[config.mk]
export PLATFORM = sky130hd
export DESIGN_NAME = decode_stage
export DESIGN_NICKNAME = d
export VERILOG_FILES = /design/src/design/rv_decode_pkg.sv /design/src/design/reg_file.sv /design/src/design/instr_decoder.sv /design/src/design/branch_resolve.sv /design/src/design/decode_stage.sv
export SDC_FILE = /design/constraint.sdc
export NUM_CORES = 2
export LEC_CHECK = 0
export BUFFER_PORTS_ARGS = -buffer_cell sky130_fd_sc_hd__buf_2
export CAP_MARGIN = 10
export CORE_UTILIZATION = 40
export CTS_CLUSTER_DIAMETER = 50
export CTS_CLUSTER_SIZE = 28
export DETAILED_ROUTE_END_ITERATION = 10
export PLACE_DENSITY = 0.59
export SETUP_SLACK_MARGIN = 0.2
export SLEW_MARGIN = 30
export SYNTH_ARGS = -nofsm -noshare
export SYNTH_HDL_FRONTEND = slang
export SYNTH_SLANG_ARGS = --single-unit
[constraint.sdc]
create_clock -name clk -period 6.2 [get_ports clk]
set_input_delay 0.31 -clock clk [delete_from_list [all_inputs] [get_ports clk]]
set_output_delay 0.31 -clock clk [all_outputs]
set_load 0.1 [all_outputs]
[src/design/rv_decode_pkg.sv]
//////////////////////////////
// RV32I decode constants
// Opcodes, funct3 and ALU control codes
//////////////////////////////

package rv_decode_pkg;

	// Datapath and register file sizes
	localparam int XLEN       = 32;
	localparam int REG_ADDR_W = 5;
	localparam int NUM_REGS   = 32;
	localparam int ALU_CTRL_W = 4;

	// Major opcodes, instr[6:0]
	localparam logic [6:0] OPC_R      = 7'b0110011; // Register-register ALU
	localparam logic [6:0] OPC_I      = 7'b0010011; // Register-immediate ALU
	localparam logic [6:0] OPC_LOAD   = 7'b0000011;
	localparam logic [6:0] OPC_STORE  = 7'b0100011;
	localparam logic [6:0] OPC_BRANCH = 7'b1100011;
	localparam logic [6:0] OPC_JAL    = 7'b1101111;
	localparam logic [6:0] OPC_JALR   = 7'b1100111;
	localparam logic [6:0] OPC_LUI    = 7'b0110111;
	localparam logic [6:0] OPC_AUIPC  = 7'b0010111;

	// Branch conditions, funct3
	localparam logic [2:0] F3_BEQ  = 3'b000;
	localparam logic [2:0] F3_BNE  = 3'b001;
	localparam logic [2:0] F3_BLT  = 3'b100;
	localparam logic [2:0] F3_BGE  = 3'b101;
	localparam logic [2:0] F3_BLTU = 3'b110;
	localparam logic [2:0] F3_BGEU = 3'b111;

	// ALU operations, funct3 of OP and OP-IMM
	localparam logic [2:0] F3_ADD_SUB = 3'b000; // funct7[5] picks SUB on R-type
	localparam logic [2:0] F3_SLL     = 3'b001;
	localparam logic [2:0] F3_SLT     = 3'b010;
	localparam logic [2:0] F3_SLTU    = 3'b011;
	localparam logic [2:0] F3_XOR     = 3'b100;
	localparam logic [2:0] F3_SRL_SRA = 3'b101; // funct7[5] picks SRA
	localparam logic [2:0] F3_OR      = 3'b110;
	localparam logic [2:0] F3_AND     = 3'b111;

	// ALU control codes handed to EX
	localparam logic [ALU_CTRL_W-1:0] ALU_ADD   = 4'd0;
	localparam logic [ALU_CTRL_W-1:0] ALU_SUB   = 4'd1;
	localparam logic [ALU_CTRL_W-1:0] ALU_SLL   = 4'd2;
	localparam logic [ALU_CTRL_W-1:0] ALU_SLT   = 4'd3;
	localparam logic [ALU_CTRL_W-1:0] ALU_SLTU  = 4'd4;
	localparam logic [ALU_CTRL_W-1:0] ALU_XOR   = 4'd5;
	localparam logic [ALU_CTRL_W-1:0] ALU_SRL   = 4'd6;
	localparam logic [ALU_CTRL_W-1:0] ALU_SRA   = 4'd7;
	localparam logic [ALU_CTRL_W-1:0] ALU_OR    = 4'd8;
	localparam logic [ALU_CTRL_W-1:0] ALU_AND   = 4'd9;
	localparam logic [ALU_CTRL_W-1:0] ALU_PASSB = 4'd10; // Operand B straight through, LUI

	// addi x0, x0, 0
	localparam logic [XLEN-1:0] INSTR_NOP = 32'h0000_0013;

endpackage

[src/design/reg_file.sv]
//////////////////////////////
// Register file, 32 x XLEN
// Two comb read ports, one write port
//////////////////////////////
`timescale 1ns/10ps

module reg_file import rv_decode_pkg::*; (
	input  logic                  clk,
	input  logic                  rst_n,
	input  logic                  i_re,         // Read enable from decoder
	input  logic [REG_ADDR_W-1:0] i_rs1,
	input  logic [REG_ADDR_W-1:0] i_rs2,
	input  logic                  i_wr,         // Write strobe from WB
	input  logic [REG_ADDR_W-1:0] i_rd,         // WB destination
	input  logic [XLEN-1:0]       i_write_data,
	output logic [XLEN-1:0]       o_read_data1,
	output logic [XLEN-1:0]       o_read_data2
);

	logic [XLEN-1:0] regs [NUM_REGS]; // Architectural registers

	// Write port, x0 never written
	always_ff @(posedge clk or negedge rst_n) begin
		if (!rst_n) begin
			for (int i = 0; i < NUM_REGS; i++) begin
				regs[i] <= '0;
			end
		end else if (i_wr && (i_rd != '0)) begin
			regs[i_rd] <= i_write_data;
		end
	end

	// Reads are comb, no bypass of a same-cycle write
	always_comb begin
		o_read_data1 = '0;
		o_read_data2 = '0;
		if (i_re && (i_rs1 != '0)) begin
			o_read_data1 = regs[i_rs1];
		end
		if (i_re && (i_rs2 != '0)) begin
			o_read_data2 = regs[i_rs2];
		end
	end

	// x0 storage and its read value stay zero across a write aimed at x0
	a_x0_stays_zero: assert property (@(posedge clk) disable iff (!rst_n)
		(i_wr && (i_rd == '0)) |=> ($stable(regs[0]) && (regs[0] == '0)))
		else $error("x0 changed after a write to x0");

endmodule

[src/design/instr_decoder.sv]
//////////////////////////////
// RV32I instruction decoder
// Fields, immediate, ALU code, flags
//////////////////////////////
`timescale 1ns/10ps

module instr_decoder import rv_decode_pkg::*; (
	input  logic [XLEN-1:0]       i_instr,
	output logic [REG_ADDR_W-1:0] o_rs1,
	output logic [REG_ADDR_W-1:0] o_rs2,
	output logic [REG_ADDR_W-1:0] o_rd,
	output logic [6:0]            o_opcode,
	output logic [2:0]            o_func3,
	output logic [XLEN-1:0]       o_imm,      // Sign-extended immediate
	output logic [ALU_CTRL_W-1:0] o_alu_ctrl,
	output logic                  o_re,       // Register file read enable
	output logic                  o_is_branch,
	output logic                  o_is_jal,
	output logic                  o_is_jalr
);

	logic is_f7b5; // funct7 bit 5, SUB and SRA select

	// Fixed field positions
	assign o_rs1    = i_instr[19:15];
	assign o_rs2    = i_instr[24:20];
	assign o_rd     = i_instr[11:7];
	assign o_opcode = i_instr[6:0];
	assign o_func3  = i_instr[14:12];
	assign is_f7b5  = i_instr[30];

	// Class flags
	assign o_is_branch = (o_opcode == OPC_BRANCH);
	assign o_is_jal    = (o_opcode == OPC_JAL);
	assign o_is_jalr   = (o_opcode == OPC_JALR);

	// No source registers on LUI, AUIPC and JAL
	assign o_re = !((o_opcode == OPC_LUI) || (o_opcode == OPC_AUIPC) || o_is_jal);

	// Immediate format picked by opcode
	always_comb begin
		unique case (o_opcode)
			OPC_I, OPC_LOAD, OPC_JALR: // I-type
				o_imm = {{20{i_instr[31]}}, i_instr[31:20]};
			OPC_STORE: // S-type
				o_imm = {{20{i_instr[31]}}, i_instr[31:25], i_instr[11:7]};
			OPC_BRANCH: // B-type, bit 0 implied zero
				o_imm = {{19{i_instr[31]}}, i_instr[31], i_instr[7],
					i_instr[30:25], i_instr[11:8], 1'b0};
			OPC_LUI, OPC_AUIPC:
				o_imm = {i_instr[31:12], 12'b0}; // U-type, upper 20 bits
			OPC_JAL: // J-type
				o_imm = {{11{i_instr[31]}}, i_instr[31], i_instr[19:12],
					i_instr[20], i_instr[30:21], 1'b0};
			default:
				o_imm = '0; // R-type has no immediate
		endcase
	end

	// ALU control
	always_comb begin
		o_alu_ctrl = ALU_ADD; // Loads, stores, jumps, AUIPC
		case (o_opcode)
			OPC_R, OPC_I: begin
				case (o_func3)
					F3_ADD_SUB: begin
						// Only R-type has SUB, ADDI keeps imm bit 30
						if ((o_opcode == OPC_R) && is_f7b5) begin
							o_alu_ctrl = ALU_SUB;
						end else begin
							o_alu_ctrl = ALU_ADD;
						end
					end
					F3_SLL:  o_alu_ctrl = ALU_SLL;
					F3_SLT:  o_alu_ctrl = ALU_SLT;
					F3_SLTU: o_alu_ctrl = ALU_SLTU;
					F3_XOR:  o_alu_ctrl = ALU_XOR;
					F3_SRL_SRA: begin
						o_alu_ctrl = is_f7b5 ? ALU_SRA : ALU_SRL; // Same bit on SRAI
					end
					F3_OR:   o_alu_ctrl = ALU_OR;
					F3_AND:  o_alu_ctrl = ALU_AND;
					default: o_alu_ctrl = ALU_ADD;
				endcase
			end
			OPC_BRANCH: o_alu_ctrl = ALU_SUB;   // Compare by subtraction in EX
			OPC_LUI:    o_alu_ctrl = ALU_PASSB; // Immediate straight through
			default:    o_alu_ctrl = ALU_ADD;
		endcase
	end

endmodule

[src/design/branch_resolve.sv]
//////////////////////////////
// Branch and jump resolution
// Taken decision and target PC
//////////////////////////////
`timescale 1ns/10ps

module branch_resolve import rv_decode_pkg::*; (
	input  logic [XLEN-1:0] i_rs1_data, // Forwarded operand A
	input  logic [XLEN-1:0] i_rs2_data, // Forwarded operand B
	input  logic [XLEN-1:0] i_pc,
	input  logic [XLEN-1:0] i_imm,
	input  logic [2:0]      i_func3,
	input  logic            i_is_branch,
	input  logic            i_is_jal,
	input  logic            i_is_jalr,
	output logic            o_taken,
	output logic [XLEN-1:0] o_target
);

	logic is_eq;
	logic is_lt;  // Signed less-than
	logic is_ltu; // Unsigned less-than
	logic is_cond;
	logic [XLEN-1:0] is_jalr_sum;

	assign is_eq  = (i_rs1_data == i_rs2_data);
	assign is_lt  = ($signed(i_rs1_data) < $signed(i_rs2_data));
	assign is_ltu = (i_rs1_data < i_rs2_data);

	// Condition per funct3
	always_comb begin
		case (i_func3)
			F3_BEQ:  is_cond = is_eq;
			F3_BNE:  is_cond = !is_eq;
			F3_BLT:  is_cond = is_lt;
			F3_BGE:  is_cond = !is_lt;
			F3_BLTU: is_cond = is_ltu;
			F3_BGEU: is_cond = !is_ltu;
			default: is_cond = 1'b0; // Reserved encodings never branch
		endcase
	end

	// Jumps always redirect
	assign o_taken = i_is_jal || i_is_jalr || (i_is_branch && is_cond);

	// JALR is register relative and clears bit 0 while others are PC relative
	assign is_jalr_sum = i_rs1_data + i_imm;
	assign o_target    = i_is_jalr ? {is_jalr_sum[XLEN-1:1], 1'b0} : (i_pc + i_imm);

	// Decoder flags are one-hot by opcode so a redirect sees exactly one of them
	always_comb begin
		if (o_taken) begin
			assert ($onehot({i_is_branch, i_is_jal, i_is_jalr}))
				else $error("Taken without exactly one branch or jump flag");
		end
	end

endmodule

[src/design/decode_stage.sv]
//////////////////////////////
// RV32I decode stage
// Reg read, decode, branch, ID/EX reg
//////////////////////////////
`timescale 1ns/10ps

module decode_stage import rv_decode_pkg::*; (
	input  logic                  clk,
	input  logic                  rst_n,
	// From fetch
	input  logic [XLEN-1:0]       i_instr,
	input  logic [XLEN-1:0]       i_pc,
	// From writeback
	input  logic                  i_wr,
	input  logic [REG_ADDR_W-1:0] i_wr_rd,
	input  logic [XLEN-1:0]       i_write_data,
	// Pipeline control
	input  logic                  i_prediction, // Fetch predicted taken
	input  logic                  i_stall,
	input  logic                  i_fwd_rs1,    // Branch operand A from EX
	input  logic                  i_fwd_rs2,    // Branch operand B from EX
	input  logic [XLEN-1:0]       i_ex_result,
	// To execute
	output logic [XLEN-1:0]       o_rs1_data,
	output logic [XLEN-1:0]       o_rs2_data,
	output logic [XLEN-1:0]       o_imm_data,
	output logic [6:0]            o_opcode,
	output logic [2:0]            o_func3,
	output logic [ALU_CTRL_W-1:0] o_alu_ctrl,
	output logic [XLEN-1:0]       o_pc,
	output logic [REG_ADDR_W-1:0] o_rs1,
	output logic [REG_ADDR_W-1:0] o_rs2,
	output logic [REG_ADDR_W-1:0] o_rd,
	// Back to fetch
	output logic [XLEN-1:0]       o_branch_pc,
	output logic                  o_flush,
	output logic                  o_stall
);

	// Decoder outputs
	logic [REG_ADDR_W-1:0] is_rs1, is_rs2, is_rd;
	logic [6:0]            is_opcode;
	logic [2:0]            is_func3;
	logic [XLEN-1:0]       is_imm;
	logic [ALU_CTRL_W-1:0] is_alu_ctrl;
	logic                  is_re;
	logic                  is_branch, is_jal, is_jalr;
	// Operands
	logic [XLEN-1:0]       is_rs1_data, is_rs2_data; // Straight from reg file
	logic [XLEN-1:0]       is_rs1_d, is_rs2_d;       // After EX forwarding
	logic                  is_taken;

	instr_decoder u_instr_decoder (
		.i_instr     (i_instr),
		.o_rs1       (is_rs1),
		.o_rs2       (is_rs2),
		.o_rd        (is_rd),
		.o_opcode    (is_opcode),
		.o_func3     (is_func3),
		.o_imm       (is_imm),
		.o_alu_ctrl  (is_alu_ctrl),
		.o_re        (is_re),
		.o_is_branch (is_branch),
		.o_is_jal    (is_jal),
		.o_is_jalr   (is_jalr)
	);

	reg_file u_reg_file (
		.clk          (clk),
		.rst_n        (rst_n),
		.i_re         (is_re),
		.i_rs1        (is_rs1),
		.i_rs2        (is_rs2),
		.i_wr         (i_wr),
		.i_rd         (i_wr_rd),
		.i_write_data (i_write_data),
		.o_read_data1 (is_rs1_data),
		.o_read_data2 (is_rs2_data)
	);

	// Forwarding only feeds the comparator
	assign is_rs1_d = i_fwd_rs1 ? i_ex_result : is_rs1_data;
	assign is_rs2_d = i_fwd_rs2 ? i_ex_result : is_rs2_data;

	branch_resolve u_branch_resolve (
		.i_rs1_data  (is_rs1_d),
		.i_rs2_data  (is_rs2_d),
		.i_pc        (i_pc),
		.i_imm       (is_imm),
		.i_func3     (is_func3),
		.i_is_branch (is_branch),
		.i_is_jal    (is_jal),
		.i_is_jalr   (is_jalr),
		.o_taken     (is_taken),
		.o_target    (o_branch_pc)
	);

	assign o_flush = i_prediction ^ is_taken; // Misprediction either way
	assign o_stall = i_stall;

	// ID/EX register, holds on stall, bubble on flush
	always_ff @(posedge clk or negedge rst_n) begin
		if (!rst_n) begin
			o_rs1_data <= '0;
			o_rs2_data <= '0;
			o_imm_data <= '0;
			o_opcode   <= INSTR_NOP[6:0];
			o_func3    <= INSTR_NOP[14:12];
			o_alu_ctrl <= ALU_ADD;
			o_pc       <= '0;
			o_rs1      <= INSTR_NOP[19:15];
			o_rs2      <= INSTR_NOP[24:20];
			o_rd       <= INSTR_NOP[11:7];
		end else if (!i_stall) begin
			if (o_flush) begin // Same bubble as reset
				o_rs1_data <= '0;
				o_rs2_data <= '0;
				o_imm_data <= '0;
				o_opcode   <= INSTR_NOP[6:0];
				o_func3    <= INSTR_NOP[14:12];
				o_alu_ctrl <= ALU_ADD;
				o_pc       <= '0;
				o_rs1      <= INSTR_NOP[19:15];
				o_rs2      <= INSTR_NOP[24:20];
				o_rd       <= INSTR_NOP[11:7];
			end else begin
				o_rs1_data <= is_rs1_data; // Unforwarded, EX resolves its own hazards
				o_rs2_data <= is_rs2_data;
				o_imm_data <= is_imm;
				o_opcode   <= is_opcode;
				o_func3    <= is_func3;
				o_alu_ctrl <= is_alu_ctrl;
				o_pc       <= i_pc;
				o_rs1      <= is_rs1;
				o_rs2      <= is_rs2;
				o_rd       <= is_rd;
			end
		end
	end

	// Fetch must present no redirecting instruction or prediction during reset
	a_no_flush_in_reset: assert property (@(posedge clk) !rst_n |-> !o_flush)
		else $error("Flush raised during reset");

endmodule

==> impl_table.tex <==
\begin{tabular}{lr}
\hline
Metric & Value \\
\hline
\multicolumn{2}{l}{\textbf{Run status}} \\
Outcome & complete, no violations \\
\multicolumn{2}{l}{\textbf{Floorplanning}} \\
Effective utilization at floorplan & 0.4028 \\
Top-Level Pins & 331 \\
Placeable Area & 162,800 um2 \\
Full die area & 165,500 um2 \\
DIE WIDTH & 406.9 um \\
Rows & 148 \\
Die outline height & 406.9 um \\
\multicolumn{2}{l}{\textbf{Placement}} \\
Final weighted congestion of routability-driven global placement & 0.9496 \\
Hpwl dp & 141.0 mm \\
Placed Cells incl. Taps & 7,058 \\
Port Buf Inserts & 330 \\
\multicolumn{2}{l}{\textbf{Routing}} \\
Initial drt markers & 4,032 \\
Pre-antenna DRT Iters & 5 \\
Final routed wire length divided by cell count & 30.25 um \\
Via density & 6.128 \\
Routed WL & 223.7 mm \\
Post-route antenna net violation count & 0 \\
Via count & 45,310 \\
DRC errors left & 0 \\
\multicolumn{2}{l}{\textbf{Worst hold path}} \\
Number of stages on the worst hold path & 4 \\
Hold crit path type & primary input to flip-flop \\
Hold path start & i\_instr[31] \\
\multicolumn{2}{l}{\textbf{STA}} \\
Shortest clock period the worst path allows after layout & 5.893 ns \\
Setup violation total in the final timing report & 0 \\
Post-route setup TNS & 0 ns \\
Post-route worst hold slack & 0.02192 ns \\
Unrepaired setup endpoints after global routing & yes \\
Max-slew violation total from the final report & 0 \\
Final period util & 0.9505 \\
Clock tree skew after final layout & 0.02925 ns \\
Worst slew margin relative to its limit & 0.2932 \\
Final Hold Fails & 0 \\
Highest clock rate & 169.7 MHz \\
Least-Margin Pin Slew & 1.060 ns \\
\multicolumn{2}{l}{\textbf{Pwr}} \\
Sequential cell fraction of total power & 0.409 \\
Worst supply voltage drop on vdd & 0.0003120 V \\
Proportion of total power due to net switching & 0.3060 \\
Pwr per Cell Area & 317.4 nW/um2 \\
Power, Total & 0.02450 W \\
Internal power & 0.01700 W \\
Switching pwr & 0.007496 W \\
Static leakage power & 33.89 nW \\
Combinational cell fraction of total power & 0.244 \\
Relative contribution of the clock network to total power & 0.346 \\
\multicolumn{2}{l}{\textbf{Logic synthesis}} \\
Ys Warns & 0 \\
Post-Syn Instances & 4,812 \\
Number of nets in the synthesized netlist & 5,047 \\
Sequential element share of the synthesized area & 0.4508 \\
Synthesized area divided by synthesized cell count & 13.63 um2 \\
Main flop type after synthesis & sky130\_fd\_sc\_hd\_\_dfrtp\_1 \\
Yosys cell types & 68 \\
Count of state elements after synthesis & 1,181 \\
Count of flip-flops with a built-in enable after synthesis & 0 \\
Synth Cell Area & 65,570 um2 \\
Share of async-settable or async-resettable flops after synthesis & 1.000 \\
\multicolumn{2}{l}{\textbf{Global routing}} \\
Total gr overflow & 0 \\
Vias in the first global route & 45,250 \\
Wire length of the first global-routing pass & 322.3 mm \\
Fraction of met1 tracks used by global routing & 0.3619 \\
Met3 routing resource usage after global routing & 0.06203 \\
Pin count of the biggest net entering global routing & 180 \\
Antenna violations before repair & 33 \\
Overall track demand over capacity in global routing & 0.2692 \\
Met2 usage & 0.4173 \\
Busiest grt layer & met2 \\
\multicolumn{2}{l}{\textbf{Clock tree}} \\
Clock buffer count from CTS & 130 \\
Clk buf depth & 3 \\
Clock-pin slew on the worst setup and hold paths & 0.06 ns \\
Sink count of the clock tree & 1,181 \\
Clock tree from TritonCTS & built \\
CTS Root Buffer Type & sky130\_fd\_sc\_hd\_\_clkbuf\_16 \\
Clock insertion delay at the later pin of the skew report & 0.79 ns \\
H-tree lvl count & 4 \\
\multicolumn{2}{l}{\textbf{Setup path}} \\
Cells on worst reg2reg path & 23 \\
Startpoint of the worst setup timing path & i\_instr[16] \\
Endpoint kind of the worst setup timing path & output port \\
Worst Setup Start Kind & primary input \\
Classification of the worst setup path & primary input to output port \\
Critical path data required time & 5.89 ns \\
R2r startpoint & u\_reg\_file.regs[529] \\
Data arrival, critical path & 5.58 ns \\
Peak fanout along the critical path & 21 \\
\multicolumn{2}{l}{\textbf{Finish}} \\
Area of the multi-input gates & 34,650 um2 \\
Register area & 29,560 um2 \\
Fin cells & 7,394 \\
Share of post-route cells with drive strength above 1 & 0.4891 \\
Leading cell types in the layout, fill and taps excluded & 1,178 x sky130\_fd\_sc\_hd\_\_dfrtp\_1, 1,047 x sky130\_fd\_sc\_hd\_\_mux2\_2, 571 x sky130\_fd\_sc\_hd\_\_mux4\_2, 289 x sky130\_fd\_sc\_hd\_\_buf\_2, 288 x sky130\_fd\_sc\_hd\_\_nand2\_1 \\
Area overhead of the layout relative to synthesis & 17.70\% \\
Count of fill cells added during filler insertion & 14,110 \\
Final layout net count & 5,336 \\
Commonest non-fill, non-tap cell in the layout & sky130\_fd\_sc\_hd\_\_dfrtp\_1 \\
Utilization after layout & 0.4741 \\
\multicolumn{2}{l}{\textbf{Job}} \\
Max-Cap Viols & 0 \\
\hline
\end{tabular}
## repair_timing
action / 4_1_cts / 5_1_grt
pin swaps: 23 / 22
hold buffers: 56 / 0
cloned: 0 / 2
gates resized for setup: 51 / 26
setup buffers: 17 / 9
endpoints found under the hold margin: 137 / 0
setup endpoints to repair: 16 / 11
## worst max-delay path: stages
cell	delay [ns]
sky130_fd_sc_hd__buf_8	0.20
sky130_fd_sc_hd__or2_1	0.50
sky130_fd_sc_hd__buf_4	0.28
sky130_fd_sc_hd__o21ai_0	0.11
sky130_fd_sc_hd__a21oi_1	0.19
sky130_fd_sc_hd__nor2_1	0.08
sky130_fd_sc_hd__o211ai_1	0.27
sky130_fd_sc_hd__o211ai_1	0.17
sky130_fd_sc_hd__o21ai_0	0.56
sky130_fd_sc_hd__ha_1	0.35
sky130_fd_sc_hd__and3_1	0.22
sky130_fd_sc_hd__nand3_1	0.13
sky130_fd_sc_hd__a21oi_2	0.06
sky130_fd_sc_hd__a211oi_4	0.36
sky130_fd_sc_hd__buf_6	0.16
sky130_fd_sc_hd__nor3_4	0.04
sky130_fd_sc_hd__o31ai_4	0.22
sky130_fd_sc_hd__a21oi_2	0.11
sky130_fd_sc_hd__a221o_1	0.35
sky130_fd_sc_hd__o31ai_2	0.20
sky130_fd_sc_hd__xor2_1	0.14
sky130_fd_sc_hd__mux2i_4	0.31
sky130_fd_sc_hd__buf_12	0.22
## cell usage after synthesis (16+ instances only)
library cell                  n  share of area
sky130_fd_sc_hd__dfrtp_1   1178           0.45
sky130_fd_sc_hd__mux2_2    1050           0.18
sky130_fd_sc_hd__mux4_2     571           0.20
sky130_fd_sc_hd__clkbuf_1   344          0.020
sky130_fd_sc_hd__nand2_1    309          0.018
sky130_fd_sc_hd__o21ai_0    185          0.014
sky130_fd_sc_hd__a21oi_1    130         0.0099
sky130_fd_sc_hd__nor2_1     127         0.0073
sky130_fd_sc_hd__ha_1        93          0.018
sky130_fd_sc_hd__buf_1       92         0.0053
sky130_fd_sc_hd__mux2i_1     88          0.013
sky130_fd_sc_hd__nand3_1     88         0.0067
sky130_fd_sc_hd__o31ai_1     82         0.0094
sky130_fd_sc_hd__a21o_1      55         0.0063
sky130_fd_sc_hd__buf_2       38         0.0029
sky130_fd_sc_hd__o211ai_1    32         0.0037
sky130_fd_sc_hd__inv_1       31         0.0018
sky130_fd_sc_hd__xnor2_1     29         0.0039
sky130_fd_sc_hd__xor2_1      27         0.0036
sky130_fd_sc_hd__a22oi_1     24         0.0027
sky130_fd_sc_hd__nand2b_1    23         0.0022
sky130_fd_sc_hd__a221oi_1    22         0.0029
sky130_fd_sc_hd__nor3_1      21         0.0016
sky130_fd_sc_hd__nand4_1     16         0.0015
## metrics by stage
step	cell area (um2)	setup WS (ns)
2_1_floorplan	65650	0.2071
3_3_place_gp	71110	-0.8884
3_5_place_dp	71310	-0.3039
4_1_cts	76860	0.1274
5_1_grt	77160	0.1837
6_report	77180	0.3067
## power by group through the flow
stage	logic [W]	clock network (W)	registers, W
2_1_floorplan	0.00371	0	0.0104
3_3_place_gp	0.00575	0	0.0101
3_5_place_dp	0.00585	0	0.0101
4_1_cts	0.00595	0.00861	0.00999
5_1_grt	0.00633	0.00893	0.0102
6_report	0.00599	0.00848	0.0100
## area by class of cell
| cell class | instances | area share |
|---|---|---|
| clock buffers | 153 | 0.04624 |
| multi-input cells | 3115 | 0.4490 |
| well taps | 2175 | 0.03526 |
| flip-flops and latches | 1181 | 0.3830 |
| repair buffers | 642 | 0.07034 |
| inverters | 31 | 0.001508 |
| clock inverters | 84 | 0.01423 |
| diodes | 13 | 0.0004215 |
## path summary, 6_finish.rpt
check	end	slack [ns]
max in group asynchronous	u_reg_file.regs[631]	4.46
worst max-delay path	o_branch_pc[30]	0.31
min in group asynchronous	u_reg_file.regs[880]	0.03
worst max register to register	o_rd[0]	0.57
worst min register to register	u_reg_file.regs[1004]	0.40
worst min-delay path	o_imm_data[31]	0.02
## kinds of logic after synthesis
kind of cell,count (synthesis),synth area share
compound gates,609,0.05879
simple gates,646,0.04370
flops,1181,0.4508
fa+ha+maj,95,0.01836
mux,1709,0.3899
buf+inv,516,0.03101
xor+xnor,56,0.007480
## routing by layer
metal  vias up  share of wire
met2      1771           0.46
met3       447          0.074
li1      18920              -
met5         -        0.00099
met1     24130           0.42
met4        34          0.046
## registers in the layout (all words and copies together), names as in the netlist
signal,count
u_reg_file.regs,1024
o_imm_data,32
o_pc,32
o_rs1_data,32
o_rs2_data,32
o_opcode,7
o_rd,5
o_rs1,5
o_rs2,5
o_alu_ctrl,4
o_func3,3
No activity file was read; power rests on OpenSTA's default activity.
